File: config.mk
export PLATFORM = sky130hd
export DESIGN_NAME = rv_core
export DESIGN_NICKNAME = d
export VERILOG_FILES = /design/src/verilog/rv_pkg.sv /design/src/verilog/ctrl_if.sv /design/src/verilog/rv_core.sv /design/src/verilog/control_unit.sv /design/src/verilog/dataflow.sv /design/src/verilog/immediate_gen.sv /design/src/verilog/alu.sv /design/src/verilog/register_file.sv
export SDC_FILE = /design/constraint.sdc
export NUM_CORES = 2
export LEC_CHECK = 0
export BUFFER_PORTS_ARGS = -buffer_cell sky130_fd_sc_hd__buf_2
export CAP_MARGIN = 20
export CORE_ASPECT_RATIO = 0.9
export CORE_MARGIN = 2
export CORE_UTILIZATION = 70
export CTS_BUF_LIST = sky130_fd_sc_hd__clkbuf_8
export CTS_CLUSTER_DIAMETER = 40
export DETAILED_ROUTE_END_ITERATION = 10
export GPL_TIMING_DRIVEN = 1
export HOLD_SLACK_MARGIN = 0.06
export PLACE_DENSITY_LB_ADDON = 0.08
export SLEW_MARGIN = 0
export SYNTH_ARGS = -nofsm -noshare
export SYNTH_HDL_FRONTEND = slang
export SYNTH_SLANG_ARGS = --single-unit
File: constraint.sdc
create_clock -name clock -period 16.9 [get_ports clock]
set_input_delay 3.38 -clock clock [delete_from_list [all_inputs] [get_ports clock]]
set_output_delay 3.38 -clock clock [all_outputs]
set_load 0.02 [all_outputs]
File: src/verilog/rv_pkg.sv
package rv_pkg;

    // Datapath widths
    localparam int xlen       = 64;
    localparam int ilen       = 32;
    localparam int word_w     = 32;
    localparam int reg_addr_w = 5;
    localparam int reg_count  = 1 << reg_addr_w;
    localparam int opcode_w   = 7;
    localparam int funct3_w   = 3;

    // Major opcodes of the supported subset
    typedef enum logic [opcode_w-1:0] {
        op_load   = 7'b0000011,
        op_store  = 7'b0100011,
        op_imm    = 7'b0010011,
        op_imm32  = 7'b0011011,
        op_reg    = 7'b0110011,
        op_branch = 7'b1100011,
        op_jal    = 7'b1101111,
        op_jalr   = 7'b1100111
    } opcode_e;

    // ALU operations
    typedef enum logic [2:0] {
        alu_add = 3'd0,
        alu_sub = 3'd1,
        alu_and = 3'd2,
        alu_or  = 3'd3,
        alu_xor = 3'd4
    } alu_op_e;

    // Register writeback source
    typedef enum logic [1:0] {
        wb_alu = 2'd0,
        wb_mem = 2'd1,
        wb_pc4 = 2'd2
    } wb_sel_e;

    // Branch conditions
    localparam logic [funct3_w-1:0] funct3_beq = 3'b000;
    localparam logic [funct3_w-1:0] funct3_bne = 3'b001;
    localparam logic [funct3_w-1:0] funct3_blt = 3'b100;

    // Register-register operations
    localparam logic [funct3_w-1:0] funct3_add = 3'b000;
    localparam logic [funct3_w-1:0] funct3_xor = 3'b100;
    localparam logic [funct3_w-1:0] funct3_or  = 3'b110;
    localparam logic [funct3_w-1:0] funct3_and = 3'b111;

    // Offset between consecutive instructions
    localparam logic [xlen-1:0] inst_step = 64'd4;

endpackage
File: src/verilog/ctrl_if.sv
`timescale 1ns/10ps

interface ctrl_if import rv_pkg::*; ();

    // Selects from the decoder
    logic    alua_src;
    logic    alub_src;
    logic    aluy_src;
    alu_op_e alu_op;
    logic    jump_reg;
    logic    pc_src;
    logic    pc_enable;
    wb_sel_e wb_sel;
    logic    reg_write;

    // Instruction fields and ALU flags back to the decoder
    logic [opcode_w-1:0] opcode;
    logic [funct3_w-1:0] func3;
    logic                func7_5;
    logic                zero;
    logic                negative;
    logic                overflow;

    modport ctrl (
        output alua_src, alub_src, aluy_src, alu_op, jump_reg,
        output pc_src, pc_enable, wb_sel, reg_write,
        input  opcode, func3, func7_5, zero, negative, overflow
    );

    modport dp (
        input  alua_src, alub_src, aluy_src, alu_op, jump_reg,
        input  pc_src, pc_enable, wb_sel, reg_write,
        output opcode, func3, func7_5, zero, negative, overflow
    );

endinterface

File: src/verilog/rv_core.sv
`timescale 1ns/10ps

module rv_core import rv_pkg::*; (
    input  logic            clock,
    input  logic            reset,
    input  logic [ilen-1:0] instruction,
    input  logic [xlen-1:0] read_data,
    output logic [xlen-1:0] instruction_address,
    output logic [xlen-1:0] data_address,
    output logic [xlen-1:0] write_data,
    output logic            data_write,
    output logic            halted
);

    // Selects and status between decoder and datapath
    ctrl_if ctrl_bus ();

    control_unit u_control (
        .ctrl       (ctrl_bus.ctrl),
        .data_write (data_write),
        .halted     (halted)
    );

    dataflow u_dataflow (
        .clock               (clock),
        .reset               (reset),
        .instruction         (instruction),
        .read_data           (read_data),
        .instruction_address (instruction_address),
        .data_address        (data_address),
        .write_data          (write_data),
        .ctrl                (ctrl_bus.dp)
    );

endmodule

File: src/verilog/control_unit.sv
`timescale 1ns/10ps

module control_unit import rv_pkg::*; (
    ctrl_if.ctrl ctrl,
    output logic data_write,
    output logic halted
);

    opcode_e opcode;
    alu_op_e reg_alu_op;
    logic    branch_taken;

    assign opcode = opcode_e'(ctrl.opcode);

    // Register-register operation from func3 and bit 30
    always_comb begin
        case (ctrl.func3)
            funct3_add: reg_alu_op = ctrl.func7_5 ? alu_sub : alu_add;
            funct3_xor: reg_alu_op = alu_xor;
            funct3_or:  reg_alu_op = alu_or;
            funct3_and: reg_alu_op = alu_and;
            default:    reg_alu_op = alu_add;
        endcase
    end

    // Branch condition on the flags of rs1 - rs2
    always_comb begin
        case (ctrl.func3)
            funct3_beq: branch_taken = ctrl.zero;
            funct3_bne: branch_taken = !ctrl.zero;
            funct3_blt: branch_taken = ctrl.negative ^ ctrl.overflow;
            default:    branch_taken = 1'b0;
        endcase
    end

    always_comb begin
        ctrl.alua_src  = 1'b0;
        ctrl.alub_src  = 1'b0;
        ctrl.aluy_src  = 1'b0;
        ctrl.alu_op    = alu_add;
        ctrl.jump_reg  = 1'b0;
        ctrl.pc_src    = 1'b0;
        ctrl.pc_enable = 1'b1;
        ctrl.wb_sel    = wb_alu;
        ctrl.reg_write = 1'b0;
        data_write     = 1'b0;
        halted         = 1'b0;
        case (opcode)
            op_load: begin
                ctrl.alub_src  = 1'b1;
                ctrl.wb_sel    = wb_mem;
                ctrl.reg_write = 1'b1;
            end
            op_store: begin
                ctrl.alub_src = 1'b1;
                data_write    = 1'b1;
            end
            op_imm: begin
                ctrl.alub_src  = 1'b1;
                ctrl.reg_write = 1'b1;
            end
            op_imm32: begin
                ctrl.alub_src  = 1'b1;
                ctrl.aluy_src  = 1'b1;
                ctrl.reg_write = 1'b1;
            end
            op_reg: begin
                ctrl.alu_op    = reg_alu_op;
                ctrl.reg_write = 1'b1;
            end
            op_branch: begin
                ctrl.alu_op = alu_sub;
                ctrl.pc_src = branch_taken;
            end
            // ALU result is unused for jumps, link comes from PC+4
            op_jal: begin
                ctrl.alua_src  = 1'b1;
                ctrl.alub_src  = 1'b1;
                ctrl.pc_src    = 1'b1;
                ctrl.wb_sel    = wb_pc4;
                ctrl.reg_write = 1'b1;
            end
            op_jalr: begin
                ctrl.alub_src  = 1'b1;
                ctrl.jump_reg  = 1'b1;
                ctrl.pc_src    = 1'b1;
                ctrl.wb_sel    = wb_pc4;
                ctrl.reg_write = 1'b1;
            end
            // Unknown opcode freezes the PC
            default: begin
                ctrl.pc_enable = 1'b0;
                halted         = 1'b1;
            end
        endcase
    end

endmodule

File: src/verilog/dataflow.sv
`timescale 1ns/10ps

module dataflow import rv_pkg::*; (
    input  logic            clock,
    input  logic            reset,
    input  logic [ilen-1:0] instruction,
    input  logic [xlen-1:0] read_data,
    output logic [xlen-1:0] instruction_address,
    output logic [xlen-1:0] data_address,
    output logic [xlen-1:0] write_data,
    ctrl_if.dp              ctrl
);

    logic [xlen-1:0] pc;
    logic [xlen-1:0] pc_next;
    logic [xlen-1:0] pc_plus_4;
    logic [xlen-1:0] target_base;
    logic [xlen-1:0] target_sum;
    logic [xlen-1:0] immediate;
    logic [xlen-1:0] rs1_data;
    logic [xlen-1:0] rs2_data;
    logic [xlen-1:0] alu_a;
    logic [xlen-1:0] alu_b;
    logic [xlen-1:0] alu_y;
    logic [xlen-1:0] alu_result;
    logic [xlen-1:0] wb_data;

    register_file u_register_file (
        .clock         (clock),
        .reset         (reset),
        .write_enable  (ctrl.reg_write),
        .read_address1 (instruction[19:15]),
        .read_address2 (instruction[24:20]),
        .write_address (instruction[11:7]),
        .write_data    (wb_data),
        .read_data1    (rs1_data),
        .read_data2    (rs2_data)
    );

    immediate_gen u_immediate_gen (
        .instruction (instruction),
        .immediate   (immediate)
    );

    // Operand selects
    assign alu_a = ctrl.alua_src ? pc : rs1_data;
    assign alu_b = ctrl.alub_src ? immediate : rs2_data;

    alu u_alu (
        .a         (alu_a),
        .b         (alu_b),
        .op        (ctrl.alu_op),
        .y         (alu_y),
        .zero      (ctrl.zero),
        .negative  (ctrl.negative),
        .carry_out (),
        .overflow  (ctrl.overflow)
    );

    // Word result for addiw
    assign alu_result = ctrl.aluy_src ? {{(xlen-word_w){alu_y[word_w-1]}}, alu_y[word_w-1:0]}
                                      : alu_y;

    always_comb begin
        case (ctrl.wb_sel)
            wb_mem:  wb_data = read_data;
            wb_pc4:  wb_data = pc_plus_4;
            default: wb_data = alu_result;
        endcase
    end

    // Next PC, jalr target has bit 0 cleared
    assign pc_plus_4   = pc + inst_step;
    assign target_base = ctrl.jump_reg ? rs1_data : pc;
    assign target_sum  = target_base + immediate;
    assign pc_next     = ctrl.pc_src ? {target_sum[xlen-1:1], 1'b0} : pc_plus_4;

    always_ff @(posedge clock) begin
        if (reset) begin
            pc <= '0;
        end else if (ctrl.pc_enable) begin
            pc <= pc_next;
        end
    end

    assign instruction_address = pc;
    assign data_address        = alu_y;
    assign write_data          = rs2_data;

    // Fields the decoder needs
    assign ctrl.opcode  = instruction[opcode_w-1:0];
    assign ctrl.func3   = instruction[14:12];
    assign ctrl.func7_5 = instruction[30];

endmodule

File: src/verilog/immediate_gen.sv
`timescale 1ns/10ps

module immediate_gen import rv_pkg::*; (
    input  logic [ilen-1:0] instruction,
    output logic [xlen-1:0] immediate
);

    opcode_e opcode;

    assign opcode = opcode_e'(instruction[opcode_w-1:0]);

    // Layout picked by the major opcode, always sign-extended from bit 31
    always_comb begin
        case (opcode)
            op_load, op_imm, op_imm32, op_jalr: begin
                immediate = {{(xlen-12){instruction[31]}}, instruction[31:20]};
            end
            op_store: begin
                immediate = {{(xlen-12){instruction[31]}}, instruction[31:25],
                             instruction[11:7]};
            end
            // B and J carry an implicit zero at bit 0
            op_branch: begin
                immediate = {{(xlen-13){instruction[31]}}, instruction[31], instruction[7],
                             instruction[30:25], instruction[11:8], 1'b0};
            end
            op_jal: begin
                immediate = {{(xlen-21){instruction[31]}}, instruction[31],
                             instruction[19:12], instruction[20], instruction[30:21], 1'b0};
            end
            default: begin
                immediate = '0;
            end
        endcase
    end

endmodule

File: src/verilog/alu.sv
`timescale 1ns/10ps

module alu import rv_pkg::*; (
    input  logic [xlen-1:0] a,
    input  logic [xlen-1:0] b,
    input  alu_op_e         op,
    output logic [xlen-1:0] y,
    output logic            zero,
    output logic            negative,
    output logic            carry_out,
    output logic            overflow
);

    logic            arithmetic;
    logic            carry_in;
    logic [xlen-1:0] b_operand;
    logic [xlen-1:0] sum;

    // Subtract is add of the inverted operand plus one
    assign carry_in   = (op == alu_sub);
    assign arithmetic = (op == alu_add) || (op == alu_sub);
    assign b_operand  = carry_in ? ~b : b;

    assign {carry_out, sum} = {1'b0, a} + {1'b0, b_operand} + {{xlen{1'b0}}, carry_in};

    // Signed overflow when both inputs agree in sign and the sum does not
    assign overflow = arithmetic && (a[xlen-1] == b_operand[xlen-1])
                      && (sum[xlen-1] != a[xlen-1]);

    always_comb begin
        case (op)
            alu_add, alu_sub: y = sum;
            alu_and:          y = a & b;
            alu_or:           y = a | b;
            alu_xor:          y = a ^ b;
            default:          y = sum;
        endcase
    end

    assign zero     = (y == '0);
    assign negative = y[xlen-1];

endmodule

File: src/verilog/register_file.sv
`timescale 1ns/10ps

module register_file import rv_pkg::*; (
    input  logic                  clock,
    input  logic                  reset,
    input  logic                  write_enable,
    input  logic [reg_addr_w-1:0] read_address1,
    input  logic [reg_addr_w-1:0] read_address2,
    input  logic [reg_addr_w-1:0] write_address,
    input  logic [xlen-1:0]       write_data,
    output logic [xlen-1:0]       read_data1,
    output logic [xlen-1:0]       read_data2
);

    logic [xlen-1:0] regs [reg_count];

    // Writes to x0 are dropped
    always_ff @(posedge clock) begin
        if (reset) begin
            for (int i = 0; i < reg_count; i++) begin
                regs[i] <= '0;
            end
        end else if (write_enable && write_address != '0) begin
            regs[write_address] <= write_data;
        end
    end

    // Asynchronous reads, x0 always zero
    assign read_data1 = (read_address1 == '0) ? '0 : regs[read_address1];
    assign read_data2 = (read_address2 == '0) ? '0 : regs[read_address2];

endmodule

==> impl_results.md, run 1 <==
* Outcome: aborted with a tool error
* Stop stage: detailed placement (3_5_place_dp)
* Error: [ERROR DPL-0033] detailed placement checks failed during check placement.
* Post-Synthesis Cell Area at 123000 µm²
* FF+latch count, synth at 2111
* Final GP Congestion at 1.12
* DP Wirelength at 396 mm
* IO buf count at 290
* EDFF count, synth at 2048
* Synth warn at 0
* Ys flop type: edfxtp_1
* Die X at 447 µm
* Seq/Total Area, Yosys at 50.8%
* Post-synth ARST share at 0%
* Avg Inst Size Synth at 13.0 µm²
* I/O pin total at 292
* Initial core utilization at 70.3%
* Post-synthesis cell type count at 107
* Synth Instances at 9477
* Core Rows at 146
* Die Y at 402 µm
[synthesized netlist by cell type (all sizes together), types with 38 or more instances]
cell,instances,area share [%]
nand3,86,0.35
o31ai,83,0.51
o21ai,166,0.68
mux4,1265,23
buf,159,0.58
a21o,163,0.99
a21oi,210,0.86
nand4,60,0.31
xnor2,119,0.84
nor3,120,0.49
a22oi,42,0.26
xor2,108,0.77
mux2i,159,1.3
nor2,2286,7.0
ha,255,2.6
dfxtp,63,1.0
nand2,427,1.3
a221oi,43,0.31
inv,194,0.59
and3,52,0.27
clkbuf,813,2.5
edfxtp,2048,50
nand2b,38,0.19
[through the flow]
stage | setup slack [ns] | area, µm²
global placement | 1.86 | 128000
floorplan | 4.04 | 124000
[kinds of logic after synthesis]
kind of cell / share of synthesized area (%)
AOI/OAI and AO/OA: 6.02
xor gates and xnor gates: 1.61
adders and majority gates: 2.63
buffers and inverters: 3.64
DFF: 50.8
muxes: 24.5
other: 0.00304
and+or+nand+nor: 10.8
==> run 2, diff against run 1 <==
--- a/config.mk
+++ b/config.mk
@@ -7,15 +7,11 @@
 export LEC_CHECK = 0
 export BUFFER_PORTS_ARGS = -buffer_cell sky130_fd_sc_hd__buf_2
 export CAP_MARGIN = 20
-export CORE_ASPECT_RATIO = 0.9
 export CORE_MARGIN = 2
-export CORE_UTILIZATION = 70
-export CTS_BUF_LIST = sky130_fd_sc_hd__clkbuf_8
-export CTS_CLUSTER_DIAMETER = 40
+export CORE_UTILIZATION = 40
 export DETAILED_ROUTE_END_ITERATION = 10
 export GPL_TIMING_DRIVEN = 1
-export HOLD_SLACK_MARGIN = 0.06
-export PLACE_DENSITY_LB_ADDON = 0.08
+export PLACE_DENSITY_LB_ADDON = 0.15
 export SLEW_MARGIN = 0
 export SYNTH_ARGS = -nofsm -noshare
 export SYNTH_HDL_FRONTEND = slang
==> run 2 against run 1 <==
Against the previous run: the flow now finishes without violations; synthesized cell count did not move; area after synthesis is the same.
==> impl_results.md, run 2 <==
* IO buf count at 290 (unchanged)
* Synth cell count leaders: 2284 x nor2_1, 2048 x edfxtp_1, 1265 x mux4_2 (unchanged)
* Sequential share of power at 38.9%
* Die Y at 560 µm (was 402 µm)
* First-pass GRT wire length at 804 mm
* Ys flop type: edfxtp_1 (unchanged)
* Register Area at 62800 µm²
* Count leader, synth: nor2_1 (unchanged)
* Area post-placement at 131000 µm²
* EDFF count, synth at 2048 (unchanged)
* Commonest non-fill, non-tap cell in the layout: nor2_1
* Fin util at 45.1%
* Synth Instances at 9477 (unchanged)
* Slew at the pin closest to its max-slew limit at 1.37 ns
* Combinational share of power at 28.5%
* Tcrit/Tclk final at 89.1%
* Pre-Repair DR Iteration Count at 6
* Largest register FFs at 2048
* DP Wirelength at 377 mm (was 396 mm)
* Average wire per standard cell at 43.7 µm
* FF+latch count, synth at 2111 (unchanged)
* Pwr Total at 0.0155 W
* # setup viols final at 0
* Clock transition at the registers of the reported paths at 0.07 ns
* Postcts setup bufs at 0
* GRT Total Usage at 37.6%
* Commonest cells after routing, fill and taps aside: 2276 x nor2_1, 2048 x edfxtp_1, 1265 x mux4_2
* Dominant cell type by area after synthesis: edfxtp_1 (unchanged)
* CTS resizes at 0
* Post-Synthesis Cell Area at 123000 µm² (unchanged)
* WP data required at 13.52 ns
* Vias in the first global route at 91000
* DR iter-0 viols at 16200
* CTS buffer count at 233
* TritonCTS clock tree: built
* Final GP Congestion at 1.07 (was 1.12)
* Slew HR at 8.70%
* Internal Pwr Total at 0.00990 W
* I/O pin total at 292 (unchanged)
* Worst Clk Skew at 0.114 ns
* Avg Inst Size Synth at 13.0 µm² (unchanged)
* Initial antenna violation count at 48
* Clock power share at 32.6%
* Synth top area share at 49.8% (unchanged)
* Worst setup EP type: primary output
* Fillers at 27400
* Routed wire length at 601 mm
* CP Max Fanout at 52
* Worst vdd ir at 0.0979 mV
* Max Root-Sink Buffers at 4
* Startpoint types: input port
* Power per cell area at 112 nW/µm²
* P_sw at 0.00559 W
* Die Area at 313000 µm²
* Largest net degree at the start of global routing at 111
* Synth top area cells: edfxtp_1 50%, mux4_2 23%, nor2_1 6.9% (unchanged)
* Clock period minus worst slack at 15.06 ns
* Most flops, register: u_dataflow.u_register_file.regs
* Final instance area at 138000 µm²
* # nets final at 9806
* Area occupied by multi-input gates at 57500 µm²
* Initial core utilization at 40.3% (was 70.3%)
* Switching Fraction at 36.1%
* Fmax at 0.0664 GHz
* Crit path arrival time at 11.68 ns
* Clock Tree Root: clkbuf_16
* Final Hold Fails at 0
* Post-CTS Hold Fix Bufs at 0
* Share of cells above drive strength 1 at 25.4%
* Outcome: complete, no violations (was aborted with a tool error)
* DRC violations left at 0
* RSZ-0062 raised after global routing: false
* Final slew viol count at 0
* Worst Setup Path Type: in2out
* Core Area at 306000 µm²
* HP Class: reg2reg
* Total gr overflow at 0
* Worst skew pair latency at 0.98 ns
* Post-synth ARST share at 0% (unchanged)
* Core Rows at 203 (was 146)
* DR vias at 95200
* Seq/Total Area, Yosys at 50.8% (unchanged)
* Area Overhead vs Synth at 11.8%
* Leakage power at 50.7 nW
* ANT nets after route at 0
* # clock sinks at 2111
* Post-synthesis cell type count at 107 (unchanged)
* MaxCap Viol Count at 0
* Die X at 560 µm (was 447 µm)
* Final setup TNS at 0 ns
* Synth warn at 0 (unchanged)
* Htree depth at 4
* Vias per inst at 6.92
==> run 2: cell counts after synthesis <==
Identical to the previous run, type by type.
==> run 2: final timing paths <==
| path | startpoint | endpoint | slack, ns | depth (start not counted) |
|---|---|---|---|---|
| setup / recovery | instruction[20] | data_address[39] | 1.84 | 20 |
| setup reg to reg | u_dataflow.u_register_file.regs[12][18]$_SDFFCE_PN0P_ | u_dataflow.instruction_address[43]$_SDFFE_PP0N_ | 6.17 | 24 |
| hold / removal | u_dataflow.instruction_address[25]$_SDFFE_PP0N_ | u_dataflow.instruction_address[25]$_SDFFE_PP0N_ | 0.62 | 2 |
| hold reg to reg | u_dataflow.instruction_address[25]$_SDFFE_PP0N_ | u_dataflow.instruction_address[25]$_SDFFE_PP0N_ | 0.62 | 2 |
==> run 2: per-stage QoR <==
stage	setup WS (ns)	instances	hold WS (ns)
finish	1.84	13800	0.621
detailed placement	2.26	13300	0.605
CTS	2.25	13700	0.620
floorplan	4.04	9541	0.619
global placement	2.18	13300	0.578
global route	1.71	13700	0.674
==> run 2: kinds of logic after synthesis <==
kind of cell	Yosys count	share of synthesized area [%]
xor+xnor	227	1.61
simple gates	3229	10.8
other cells	1	0.00304
buf+inv	1167	3.64
mux	1434	24.5
flops	2111	50.8
compound gates	1050	6.02
fa+ha+maj	258	2.63
==> run 2: worst max-delay path, cell delays in order <==
cell	delay [ns]
buf_8	0.65
buf_4	0.71
mux4_2	0.58
mux4_2	0.47
mux2i_1	0.96
nor3_1	0.09
a21oi_1	0.31
xnor2_1	0.12
ha_1	0.51
nand2_1	0.19
o21ai_0	0.50
a21oi_1	0.35
o211a_1	0.20
a211o_1	0.38
a2111oi_0	0.47
a21oi_1	0.21
xnor2_1	0.17
a21oi_1	0.93
inv_1	0.14
buf_2	0.21
==> run 2: per-layer routing <==
layer,vias up,GRT usage [%],share of wire (%)
met5,-,0,0.028
met4,24,20.3,6.5
met3,1613,12.5,13
met2,7578,56.1,44
met1,49900,48.5,36
li1,36100,-,-
==> run 2: power groups by stage <==
stage	combinational, W	clock (W)	sequential (W)
finish	0.00442	0.00504	0.00602
global route	0.00447	0.00524	0.00604
CTS	0.00423	0.00506	0.00602
detailed placement	0.00422	0	0.00613
global placement	0.00420	0	0.00611
floorplan	0.00229	0	0.00610
==> run 2: cell type report <==
cell class	count	share of cell area [%]
clock inverters	134	0.814
flip-flops and latches	2111	45.5
inverters	195	0.531
well taps	4100	3.72
multi-input cells	6263	41.7
clock buffers	285	4.41
diodes	27	0.0490
repair buffers	647	3.34
(Power assumes the default switching activity.)
